### src/dz_pkg.sv
`default_nettype none

package dz_pkg;

    // digit codes
    localparam int DIGIT_W = 3;
    localparam logic [DIGIT_W-1:0] DIGIT_MAX = 3'd5;
    localparam logic [DIGIT_W-1:0] DIGIT_BLANK = 3'd7;  // 6 is dark as well

    // panel geometry
    localparam int ROWS = 8;
    localparam int COLS = 8;

    localparam int DIV_W = 16;

    // register map
    localparam int CFG_ADDR_W = 2;
    localparam logic [CFG_ADDR_W-1:0] REG_SCAN_DIV = 2'd0;
    localparam logic [CFG_ADDR_W-1:0] REG_SEC_DIV = 2'd1;
    localparam logic [CFG_ADDR_W-1:0] REG_START = 2'd2;

    // reset defaults
    localparam logic [DIV_W-1:0] SCAN_DIV_RST = 16'd49;
    localparam logic [DIV_W-1:0] SEC_DIV_RST = 16'd49999;
    localparam logic [DIGIT_W-1:0] START_RST = 3'd5;

endpackage

`default_nettype wire

### src/dz_cfg_regs.sv
`timescale 1ns/1ps
`default_nettype none

module dz_cfg_regs (
    input  wire logic                         clk,
    input  wire logic                         rst,
    input  wire logic                         cfg_we,
    input  wire logic [dz_pkg::CFG_ADDR_W-1:0] cfg_addr,
    input  wire logic [15:0]                  cfg_wdata,
    output logic      [dz_pkg::DIV_W-1:0]     scan_div,
    output logic      [dz_pkg::DIV_W-1:0]     sec_div,
    output logic      [dz_pkg::DIGIT_W-1:0]   start_digit
);

    import dz_pkg::*;

    logic start_over;

    // nothing above 5 can be drawn
    assign start_over = cfg_wdata > 16'(DIGIT_MAX);

    always_ff @(posedge clk or posedge rst)
    begin
        if (rst)
        begin
            scan_div    <= SCAN_DIV_RST;
            sec_div     <= SEC_DIV_RST;
            start_digit <= START_RST;
        end
        else if (cfg_we)
        begin
            case (cfg_addr)
                REG_SCAN_DIV: scan_div <= cfg_wdata;
                REG_SEC_DIV:  sec_div <= cfg_wdata;
                REG_START:
                begin
                    if (start_over)
                        start_digit <= DIGIT_MAX;
                    else
                        start_digit <= cfg_wdata[DIGIT_W-1:0];
                end
                default: ;  // addr 3 unused
            endcase
        end
    end

endmodule

`default_nettype wire

### src/dz_tick_gen.sv
`timescale 1ns/1ps
`default_nettype none

module dz_tick_gen (
    input  wire logic                     clk,
    input  wire logic                     rst,
    input  wire logic                     start,
    input  wire logic [dz_pkg::DIV_W-1:0] scan_div,
    input  wire logic [dz_pkg::DIV_W-1:0] sec_div,
    output logic                          scan_tick,
    output logic                          sec_tick
);

    import dz_pkg::*;

    logic [DIV_W-1:0] scan_cnt;
    logic [DIV_W-1:0] sec_cnt;

    // >= so a smaller divider written mid-count wraps at once
    assign scan_tick = scan_cnt >= scan_div;
    assign sec_tick  = sec_cnt >= sec_div;

    always_ff @(posedge clk or posedge rst)
    begin
        if (rst)
            scan_cnt <= '0;
        else if (scan_tick)
            scan_cnt <= '0;
        else
            scan_cnt <= scan_cnt + 1'b1;
    end

    // phase restarts on start so the first digit gets a full second
    always_ff @(posedge clk or posedge rst)
    begin
        if (rst)
            sec_cnt <= '0;
        else if (start || sec_tick)
            sec_cnt <= '0;
        else
            sec_cnt <= sec_cnt + 1'b1;
    end

endmodule

`default_nettype wire

### src/dz_countdown.sv
`timescale 1ns/1ps
`default_nettype none

module dz_countdown (
    input  wire logic                       clk,
    input  wire logic                       rst,
    input  wire logic                       start,
    input  wire logic                       sec_tick,
    input  wire logic [dz_pkg::DIGIT_W-1:0] start_digit,
    output logic      [dz_pkg::DIGIT_W-1:0] digit,
    output logic                            done
);

    import dz_pkg::*;

    logic running;
    logic at_zero;

    assign at_zero = digit == '0;

    always_ff @(posedge clk or posedge rst)
    begin
        if (rst)
        begin
            running <= 1'b0;
            digit   <= DIGIT_BLANK;  // panel dark until first start
            done    <= 1'b0;
        end
        else if (start)
        begin
            // also a restart when already counting
            running <= 1'b1;
            digit   <= start_digit;
            done    <= 1'b0;
        end
        else if (running && sec_tick)
        begin
            if (at_zero)
            begin
                running <= 1'b0;
                done    <= 1'b1;  // 0 has had its full second
            end
            else
            begin
                digit <= digit - 1'b1;
            end
        end
    end

endmodule

`default_nettype wire

### src/dz_glyph_rom.sv
`timescale 1ns/1ps
`default_nettype none

module dz_glyph_rom (
    input  wire logic [dz_pkg::DIGIT_W-1:0] digit,
    input  wire logic [2:0]                 row_idx,
    output logic      [dz_pkg::COLS-1:0]    colr,
    output logic      [dz_pkg::COLS-1:0]    colg
);

    import dz_pkg::*;

    logic [ROWS*COLS-1:0] font_bits;  // row 0 in the top byte
    logic [COLS-1:0]      glyph;
    logic                 use_red;
    logic                 use_green;

    always_comb
    begin
        case (digit)
            3'd0:    font_bits = 64'h3C42_4242_4242_3C00;
            3'd1:    font_bits = 64'h1838_1818_1818_7E00;
            3'd2:    font_bits = 64'h3C66_060C_3060_7E00;
            3'd3:    font_bits = 64'h3C66_061C_0666_3C00;
            3'd4:    font_bits = 64'h0C1C_2C4C_7E0C_0C00;
            3'd5:    font_bits = 64'h7E60_7C06_0666_3C00;
            default: font_bits = '0;  // 6 and 7 blank
        endcase
    end

    assign glyph = font_bits[COLS*(ROWS-1-int'(row_idx)) +: COLS];

    // red 5,4 / yellow 3,2 / green 1,0
    always_comb
    begin
        case (digit)
            3'd5, 3'd4:
            begin
                use_red   = 1'b1;
                use_green = 1'b0;
            end
            3'd3, 3'd2:
            begin
                use_red   = 1'b1;
                use_green = 1'b1;
            end
            3'd1, 3'd0:
            begin
                use_red   = 1'b0;
                use_green = 1'b1;
            end
            default:
            begin
                use_red   = 1'b0;
                use_green = 1'b0;
            end
        endcase
    end

    assign colr = use_red ? glyph : '0;
    assign colg = use_green ? glyph : '0;

endmodule

`default_nettype wire

### src/dz_show.sv
`timescale 1ns/1ps
`default_nettype none

module dz_show (
    input  wire logic                       clk,
    input  wire logic                       rst,
    input  wire logic                       scan_tick,
    input  wire logic [dz_pkg::DIGIT_W-1:0] digit,
    output logic      [dz_pkg::ROWS-1:0]    row,
    output logic      [dz_pkg::COLS-1:0]    colr,
    output logic      [dz_pkg::COLS-1:0]    colg
);

    import dz_pkg::*;

    logic [2:0]         row_idx;
    logic [DIGIT_W-1:0] shown;
    logic [COLS-1:0]    rom_r;
    logic [COLS-1:0]    rom_g;
    logic               blank;
    logic [ROWS-1:0]    row_sel;

    dz_glyph_rom u_rom (
        .digit   (shown),
        .row_idx (row_idx),
        .colr    (rom_r),
        .colg    (rom_g)
    );

    assign blank   = shown > DIGIT_MAX;
    assign row_sel = {{(ROWS-1){1'b0}}, 1'b1} << row_idx;

    // row index and frame latch
    always_ff @(posedge clk or posedge rst)
    begin
        if (rst)
        begin
            row_idx <= '0;
            shown   <= DIGIT_BLANK;
        end
        else if (scan_tick)
        begin
            row_idx <= row_idx + 1'b1;  // wraps 7 -> 0
            if (row_idx == 3'd7)
                shown <= digit;  // new digit only at frame start
        end
    end

    // row and columns leave on the same edge
    always_ff @(posedge clk or posedge rst)
    begin
        if (rst)
        begin
            row  <= '1;
            colr <= '0;
            colg <= '0;
        end
        else
        begin
            row  <= blank ? '1 : ~row_sel;  // no row driven while dark
            colr <= rom_r;
            colg <= rom_g;
        end
    end

endmodule

`default_nettype wire

### src/dz_countdown_top.sv
`timescale 1ns/1ps
`default_nettype none

module dz_countdown_top (
    input  wire logic                          clk,
    input  wire logic                          rst,
    input  wire logic                          cfg_we,
    input  wire logic [dz_pkg::CFG_ADDR_W-1:0] cfg_addr,
    input  wire logic [15:0]                   cfg_wdata,
    input  wire logic                          start,
    output logic      [dz_pkg::ROWS-1:0]       row,
    output logic      [dz_pkg::COLS-1:0]       colr,
    output logic      [dz_pkg::COLS-1:0]       colg,
    output logic      [dz_pkg::DIGIT_W-1:0]    digit,
    output logic                               done
);

    import dz_pkg::*;

    logic [DIV_W-1:0]   scan_div;
    logic [DIV_W-1:0]   sec_div;
    logic [DIGIT_W-1:0] start_digit;
    logic               scan_tick;
    logic               sec_tick;

    dz_cfg_regs u_regs (
        .clk         (clk),
        .rst         (rst),
        .cfg_we      (cfg_we),
        .cfg_addr    (cfg_addr),
        .cfg_wdata   (cfg_wdata),
        .scan_div    (scan_div),
        .sec_div     (sec_div),
        .start_digit (start_digit)
    );

    dz_tick_gen u_ticks (
        .clk       (clk),
        .rst       (rst),
        .start     (start),
        .scan_div  (scan_div),
        .sec_div   (sec_div),
        .scan_tick (scan_tick),
        .sec_tick  (sec_tick)
    );

    dz_countdown u_count (
        .clk         (clk),
        .rst         (rst),
        .start       (start),
        .sec_tick    (sec_tick),
        .start_digit (start_digit),
        .digit       (digit),
        .done        (done)
    );

    // display follows the counter
    dz_show u_show (
        .clk       (clk),
        .rst       (rst),
        .scan_tick (scan_tick),
        .digit     (digit),
        .row       (row),
        .colr      (colr),
        .colg      (colg)
    );

endmodule

`default_nettype wire

### config.mk
export PLATFORM = sky130hd
export DESIGN_NAME = dz_countdown_top
export DESIGN_NICKNAME = d
export VERILOG_FILES = /design/src/dz_pkg.sv /design/src/dz_cfg_regs.sv /design/src/dz_tick_gen.sv /design/src/dz_countdown.sv /design/src/dz_glyph_rom.sv /design/src/dz_show.sv /design/src/dz_countdown_top.sv
export SDC_FILE = /design/constraint.sdc
export NUM_CORES = 1
export LEC_CHECK = 0
export BUFFER_PORTS_ARGS = -buffer_cell sky130_fd_sc_hd__buf_4
export CORE_UTILIZATION = 60
export DETAILED_ROUTE_END_ITERATION = 8
export PLACE_DENSITY = 0.79
export SYNTH_ARGS = -nofsm -noshare
export SYNTH_HDL_FRONTEND = slang
export SYNTH_SLANG_ARGS = --single-unit
### constraint.sdc
create_clock -name clk -period 3.6 [get_ports clk]
set_input_delay 0.72 -clock clk [delete_from_list [all_inputs] [get_ports clk]]
set_output_delay 0.72 -clock clk [all_outputs]
set_load 0.02 [all_outputs]
======== Word level (Yosys, flattened, before mapping) ========
Index checks and enable logic that the tools add are counted.
cells by class
  eq/ne operators ......................... 9
  add/subtract/negate cells ............... 5
  muxes and demuxes ....................... 18
  bitwise gates (word level) .............. 1
  $lt $le $gt $ge ......................... 4
  reductions and logical operators ........ 15
  divide/modulo/power cells ............... 0
  shift-type cells ........................ 2
  multiply operators ...................... 0
operators with widths
  operator                 number
  $pmux W63 S6             1
  $shiftx A64 B32 Y8       1
  $add A16 B1 Y16 const B  2
  $ge A16 B16 Y1           2
  $mux W16                 2
  $mux W8                  3
  $gt A16 B3 Y1 const B    1
  $mux W3                  4
  $reduce_and A2 Y1        6
  $eq A3 B3 Y1 const B     3
  $mux W1                  8
  $not A8 Y8               1
  $reduce_or A4 Y1         2
  $shl A1 B3 Y8 const A    1
  $eq A3 B2 Y1 const B     2
  $logic_not A3 Y1         2
  $reduce_bool A2 Y1       2
  $sub A3 B3 Y4 const A    1
  $add A3 B1 Y3 const B    1
  $eq A3 B1 Y1 const B     1
  $gt A3 B3 Y1 const B     1
  $sub A3 B1 Y3 const B    1
  $eq A2 B1 Y1 const B     1
  $eq A2 B2 Y1 const B     1
  other kinds (4)          4
word-level totals
  latch bits .............................. 0
  ROM bits ................................ 0
  logic and storage cells ................. 67
  RAM bits ................................ 0
  bits of input ports ..................... 22
  output and inout bits ................... 28
  memories ................................ 0
  bits in registers ....................... 102

======== Depth between registers and ports, before layout ========
Gate-level depths: netlist of run 1.
  word-level depth ........................ 4
  mapped depth ............................ 8

======== Cells and area by module ========
A second synthesis of run 1 with hierarchy kept.
unflattened totals
  cells, all modules ...................... 548
  area total of the unflattened synthesis .. 5,891.9 µm²
by module, submodules not included
  module        sequential area each (µm²)  instances  cells an instance  area an instance (µm²)
  dz_tick_gen   800.8                       1          256                2,442.3
  dz_cfg_regs   893.4                       1          85                 1,393.8
  dz_show       764.5                       1          58                 964.7
  dz_glyph_rom  0.0                         1          119                803.3
  dz_countdown  128.9                       1          30                 287.8

======== Least setup slack after synthesis of run 1 ========
OpenSTA, ideal clock, no wires.
  kind .................................... reg2reg
  start point ............................. reg u_regs.sec_div[0] (netlist bit)
  end point ............................... reg u_count.done
  setup time .............................. 0.121 ns
  arrival time ............................ 2.105 ns
  path buffers ............................ 1
  clock period less this slack ............ 2.226 ns
  setup slack ............................. 1.374 ns
  cell stages (with the launch flop) ...... 8
  path through ............................ dfstp_2 -> ha_1 -> nand2b_1 -> a2111o_1 -> a311o_1 -> or2_4 -> buf_6 -> a22o_1
on the way
  cells in the longest elaborated chain, start to end .. 4
RTL lines
  element                              line                source
  start: declaration                   dz_cfg_regs.sv:11   output logic [dz_pkg::DIV_W-1:0] sec_div,
  start signal: assignment             dz_cfg_regs.sv:34   REG_SEC_DIV: sec_div <= cfg_wdata;
  $ge A16 B16 Y1                       dz_tick_gen.sv:21   assign sec_tick = sec_cnt >= sec_div;
  $logic_and A1 B1 Y1                  dz_countdown.sv:36  else if (running && sec_tick)
  $reduce_bool A2 Y1 (no source line)  n/a
  $reduce_and A2 Y1 (no source line)   n/a
  end signal: assignment               dz_countdown.sv:27  done <= 1'b0;
  end signal: assignment               dz_countdown.sv:34  done <= 1'b0;
  end signal: assignment               dz_countdown.sv:41  done <= 1'b1;
  end: declaration                     dz_countdown.sv:11  output logic done
No other way between the ends.
A chain may end at the register's enable or synchronous reset.

======== Worst setup path after layout of run 1 ========
  start point ............................. reg u_show.row_idx[0]
  end point ............................... reg u_show.shown[2]
on the way
  cells in the longest elaborated chain, start to end .. 2
RTL lines
  element                             line           source
  start: declaration                  dz_show.sv:16  logic [2:0] row_idx;
  start signal: assignment            dz_show.sv:43  row_idx <= row_idx + 1'b1;
  $eq A3 B3 Y1                        dz_show.sv:44  if (row_idx == 3'd7)
  $reduce_and A2 Y1 (no source line)  n/a
  end signal: assignment              dz_show.sv:45  shown <= digit;
  end: declaration                    dz_show.sv:17  logic [DIGIT_W-1:0] shown;
No other way between the ends.

==> flow_metrics.tcl, run 1 <==
set metrics [dict create \
    synth_area_um2 5469 \
    setup_viol 0 \
    synth_flop_cell "dfrtp_1" \
    yosysTopAreaCellShare 0.3203 \
    period_share 0.6926 \
    fill_cells 672 \
    synthTopCellsByCount "dfrtp_1 (70), nand2_1 (55), nor2_1 (46)" \
    syn2layout_area_growth_pct 10.09 \
    critical_path_class "reg2reg" \
    clock_sinks 98 \
    die_area_um2 9500 \
    clk_pin_slew_ns 0.10 \
    post_synth.cell_area_avg_um2 9.578 \
    crit_required_ns 3.90 \
    grt_pass1_vias 4176 \
    nNetsFinal 667 \
    rr_worst_depth 6 \
    cap_violations 0 \
    fin_ws_ns 1.107 \
    r2r_start "u_show.row_idx[0]" \
    cts_tree "done" \
    cts_resized 0 \
    fmax_ghz 0.4011 \
    fin_skew_ns 0.01035 \
    finalMaxSlewViolations 0 \
    multi_input_area_um2 2691 \
    drc 0 \
    numCtsBuffers 9 \
    maxSlewHeadroom 0.3782 \
    synth-xor-area-share 0.04484 \
    reg2reg_slack_ns 1.11 \
    pre_cts_ws_ns 1.178 \
    io_buffers 45 \
    cts_setup_buffers 0 \
    hpwl_um 8749 \
    worstMarginPinSlew_ns 0.9316 \
    hold_viol_final 0 \
    vias 4349 \
    worstPathMaxFanout 28 \
    synth_most_common_cell "dfrtp_1" \
    core_um2 8763 \
    io_pins 50 \
    grt_antenna_before_repair 0 \
    status "completed" \
    synth_top_family_by_area "simple AND/OR/NAND/NOR gates" \
    ir_drop_uv 311.4 \
    ys_ff_latch 98 \
    worstPathArrival_ns 2.79 \
    p_leak_nw 2.736 \
    setup.worst_path.start_class "flop" \
    netlist_instances 571 \
    yosysTopAreaCell "dfrtp_1" \
    hold_buffers 0 \
    cts_max_level 3 \
    postRouteAntennaNets 0 \
    synth_mux_area_frac 0.03889 \
    gr-total-overflow 0 \
    fp.dieH_um 97.47 \
    async_flop_share 1.000 \
    synth-simple-area-share 0.1741 \
    timing.rr.end "u_show.shown[2]" \
    post-route-min-period_ns 2.493 \
    final-seq-area_um2 2487 \
    gp_congestion 0.8886 \
    cts-root-buf "clkbuf_8" \
    rows 34 \
    tns_ns 0 \
    dr.pass1.iters 5 \
    synth_compound_area_frac 0.1345 \
    grt_pass1_wl_um 20330 \
    grt_setup_unrepaired "no" \
    insertion_delay_ns 0.37 \
    holdPathStages 1 \
    post_drt_via_cell_ratio 6.074 \
    synthAdderAreaFrac 0.09609 \
    ys_seq_area_frac 0.4548 \
    routed_wl_um 11990 \
    hp-start "u_ticks.sec_cnt[0]" \
    die_w_um 97.47 \
    synth_area_leaders "dfrtp_1 (32%), dfstp_2 (13%), ha_1 (9.6%)" \
    clk_path_buf_depth 2 \
    drtIter0Drc 273 \
    grt_usage 0.2674 \
    synth_edf_count 0 \
    synth.distinct_cells 63 \
    hold_class "reg2reg" \
    grt_max_degree 56 \
    ys_warn_count 0 \
    diodes 0 \
    holdPathEnd "u_ticks.sec_cnt[0]" \
    wl_per_cell_um 16.74 \
    setup.worst_path.end_class "flop" \
    p_per_area_nw_per_um2 456.2 \
    start_util 0.6241 \
    drive_gt1_frac 0.1924 \
]
## area by class of cell
type,instances,area share
Inverter,45,0.02826
Clock buffer,11,0.02182
Multi-Input combinational cell,401,0.4470
Clock inverter,5,0.005403
Timing Repair Buffer,48,0.06193
Tap cell,108,0.02244
Sequential cell,98,0.4131
## per-layer routing
metal,routed length [µm],vias to the layer above,track usage,part of all wire
li1,-,2056,-,-
met1,5409,2136,0.3683,0.45
met2,5783,144,0.4363,0.48
met3,653,13,0.05036,0.054
met4,142,0,0.07127,0.012
met5,0,-,0,0
## registers in the layout, summed over array words and instances (netlist names)
signal,cells
u_count.digit,3
u_count.done,1
u_count.running,1
u_regs.scan_div,16
u_regs.sec_div,16
u_regs.start_digit,3
u_show.colg,6
u_show.colr,6
u_show.row,8
u_show.row_idx,3
u_show.shown,3
u_ticks.scan_cnt,16
u_ticks.sec_cnt,16
## metrics by stage
step | cells | total power (W) | cell area [µm²] | hold WS [ns] | util
4_1_cts | 716 | 0.002758 | 6021 | 0.4895 | 0.6870
5_1_grt | 716 | 0.002913 | 6021 | 0.5089 | 0.6870
3_3_place_gp | 700 | 0.002068 | 5857 | 0.4611 | 0.6683
6_report | 716 | 0.002746 | 6021 | 0.4907 | 0.6870
3_5_place_dp | 700 | 0.002124 | 5857 | 0.4752 | 0.6683
2_1_floorplan | 574 | 0.001894 | 5480 | 0.4461 | -
## power breakdown
group	switching, W	internal, W
Clock	0.000383	0.000251
Sequential	0.000124	0.00127
Combinational	0.000415	0.000307
Total	0.000922	0.00182
## how the worst max path moves through the flow
stage                 startpoint               to  slack, ns
5_1_grt        u_show.row_idx[0]  u_show.shown[2]       0.93
6_report       u_show.row_idx[0]  u_show.shown[2]       1.11
4_1_cts        u_show.row_idx[0]  u_show.shown[1]       1.13
2_1_floorplan                rst     u_count.done       0.36
3_3_place_gp   u_show.row_idx[0]  u_show.shown[2]       1.31
3_5_place_dp   u_show.row_idx[0]  u_show.shown[2]       1.18
## critical path, stage by stage, from the launching register on
cell	delay, ns
dfrtp_1	0.88
ha_1	0.34
nand2_1	0.11
nor4_1	0.33
nor4b_1	0.36
nor3_2	0.12
mux2_2	0.28
## cell families after synthesis
group,Yosys count
simple gates,194
other cells,1
buf+inv,75
fa+ha+maj,42
flops,98
xor+xnor,28
compound gates,114
mux,19
## placed cells by master (no fill, tap or decap), types with 3 or more instances in the layout
cell type / netlist / routed
a211oi_1: 5 / 5
conb_1: 1 / 4
nor3_1: 23 / 23
nand3_1: 16 / 16
dfrtp_1: 70 / 70
clkinv_2: 0 / 4
nand2b_1: 6 / 6
or4_1: 3 / 3
nand4_1: 16 / 16
xor2_1: 19 / 19
nor2_1: 46 / 46
nor4_1: 4 / 4
o22ai_1: 7 / 7
xnor2_1: 9 / 9
dfstp_2: 28 / 28
buf_4: 4 / 47
and2_1: 4 / 4
o21a_1: 5 / 5
and4_1: 5 / 5
inv_1: 43 / 42
a22o_1: 3 / 3
clkbuf_8: 0 / 9
nor2b_1: 6 / 6
o211ai_1: 4 / 4
mux2_2: 18 / 18
a21oi_1: 27 / 27
nand2_1: 55 / 55
o21ai_0: 36 / 35
ha_1: 42 / 42
Power figures use the tool's default switching activity.
==> run 2: changes to the inputs <==
==> constraint.sdc (replaced) <==
create_clock -name clk -period 2.3 [get_ports clk]
set_input_delay 0.46 -clock clk [delete_from_list [all_inputs] [get_ports clk]]
set_output_delay 0.46 -clock clk [all_outputs]
set_load 0.02 [all_outputs]
==> flow_metrics.tcl, run 2 (synthesized netlist as in run 1, its figures left out) <==
set metrics [dict create \
    status "completed" \
    multi_input_area_um2 2763 \
    final_common_cell "dfrtp_1" \
    syn2layout_area_growth_pct 13.38 \
    grt_pass1_wl_um 20450 \
    post_drt_via_cell_ratio 6.071 \
    cp_top_family "compound AO/OA/AOI/OAI gates" \
    fill_cells 650 \
    fp.dieH_um 97.47 \
    gr-total-overflow 0 \
    final_cells 728 \
    final_cell_mix "dfrtp_1 (70), buf_4 (56), nand2_1 (55)" \
    die_area_um2 9500 \
    worstPathMaxFanout 6 \
    crit_start "u_regs.sec_div[15]" \
    diodes 0 \
    cts-root-buf "clkbuf_8" \
    dp.cells 708 \
    postRouteAntennaNets 0 \
    fin_skew_ns 0.01799 \
    cts_max_level 3 \
    io_pins 50 \
    dpl_cell_area_um2 5932 \
    clock_sinks 98 \
    fmax_ghz 0.4485 \
    critPathSlowestCell "dfstp_2" \
    wl_per_cell_um 17.16 \
    worstMarginPinSlew_ns 0.5779 \
    setup.worst_path.end_class "flop" \
    finalMaxSlewViolations 0 \
    numCtsBuffers 9 \
    r2r_start "u_regs.sec_div[15]" \
    post-route-min-period_ns 2.229 \
    crit_required_ns 2.56 \
    hold_class "in2async" \
    io_buffers 45 \
    p_leak_nw 2.796 \
    insertion_delay_ns 0.37 \
    pre_cts_ws_ns -0.0005029 \
    core_um2 8763 \
    ir_drop_uv 359.8 \
    maxSlewHeadroom 0.6139 \
    path_cells "inv_1 -> ha_1 -> nand4_1 -> buf_4 -> nor2_1 -> a311o_1 -> or2_4 -> a22o_1" \
    grt_antenna_before_repair 0 \
    rows 34 \
    worstPathArrival_ns 2.49 \
    drc 0 \
    drtIter0Drc 282 \
    grt_max_degree 47 \
    fin_ws_ns 0.07058 \
    dr.pass1.iters 5 \
    final_util 0.7076 \
    start_util 0.6241 \
    die_w_um 97.47 \
    critPathBufInv 2 \
    critical_path_class "reg2reg" \
    nNetsFinal 679 \
    p_per_area_nw_per_um2 708.7 \
    cts_tree "done" \
    hold_buffers 0 \
    cap_violations 0 \
    clk_pin_slew_ns 0.09 \
    clk_path_buf_depth 2 \
    grt_usage 0.2691 \
    gp_congestion 0.9281 \
    vias 4420 \
    routed_wl_um 12490 \
    hpwl_um 8948 \
    setup_viol 0 \
    fin_hold_ws_ns 0.1510 \
    grt_setup_unrepaired "yes" \
    period_share 0.9693 \
    drive_gt1_frac 0.2177 \
    setup.worst_path.start_class "flop" \
    max_stage_delay_ns 0.54 \
    hold_viol_final 0 \
    final-seq-area_um2 2487 \
    final_cell_area_um2 6201 \
    grt_pass1_vias 4271 \
]
## run 2: final timing paths
kind,endpoint,slack [ns],cells after the start
max,u_count.done,0.07,8
min,u_count.done,0.15,2
max reg2reg,u_count.done,0.07,8
min reg2reg,u_regs.sec_div[1],0.50,2
max in group asynchronous,u_regs.start_digit[0],1.43,3
min in group clk,u_regs.scan_div[12],0.33,3
## run 2: final cells by class
cell class	instances	area share
Tap cell	108	0.02179
Sequential cell	98	0.4011
Inverter	45	0.02785
Multi-Input combinational cell	403	0.4455
Clock buffer	13	0.02563
Timing Repair Buffer	58	0.07425
Clock inverter	3	0.003834
## run 2: worst reg2reg max path: cells and delay by family, from the launching register on
kind	cells	cell delay, ns
AO/OA/AOI/OAI	2	0.59
adder cells (fa/ha/maj)	1	0.30
buffers and inverters	2	0.18
flip-flops	1	0.54
AND/OR/NAND/NOR	3	0.52
## run 2: per-layer routing
metal | track usage | part of all wire
met4 | 0.1007 | 0.017
met2 | 0.4325 | 0.48
met1 | 0.3659 | 0.45
met5 | 0 | 0
met3 | 0.04676 | 0.052
## run 2: where the power goes
group	switching, W	leakage (nW)	internal, W
clock	0.000593	0.0859	0.000456
combinational	0.000664	1.52	0.000511
sequential	0.000189	1.20	0.00198
## run 2: through the flow
step	setup TNS [ns]	power (W)
finish	0	0.004395
global route	-0.1028	0.004640
CTS	0	0.004354
detailed placement	-0.0005029	0.003316
global placement	0	0.003235
floorplan	0	0.002965
## run 2: what timing repair did
item                       4_1_cts  5_1_grt
gates resized for setup          0        8
setup endpoints to repair        3       37
buffers inserted                 0        2
pin swaps                        0        8
gates cloned                     1        1
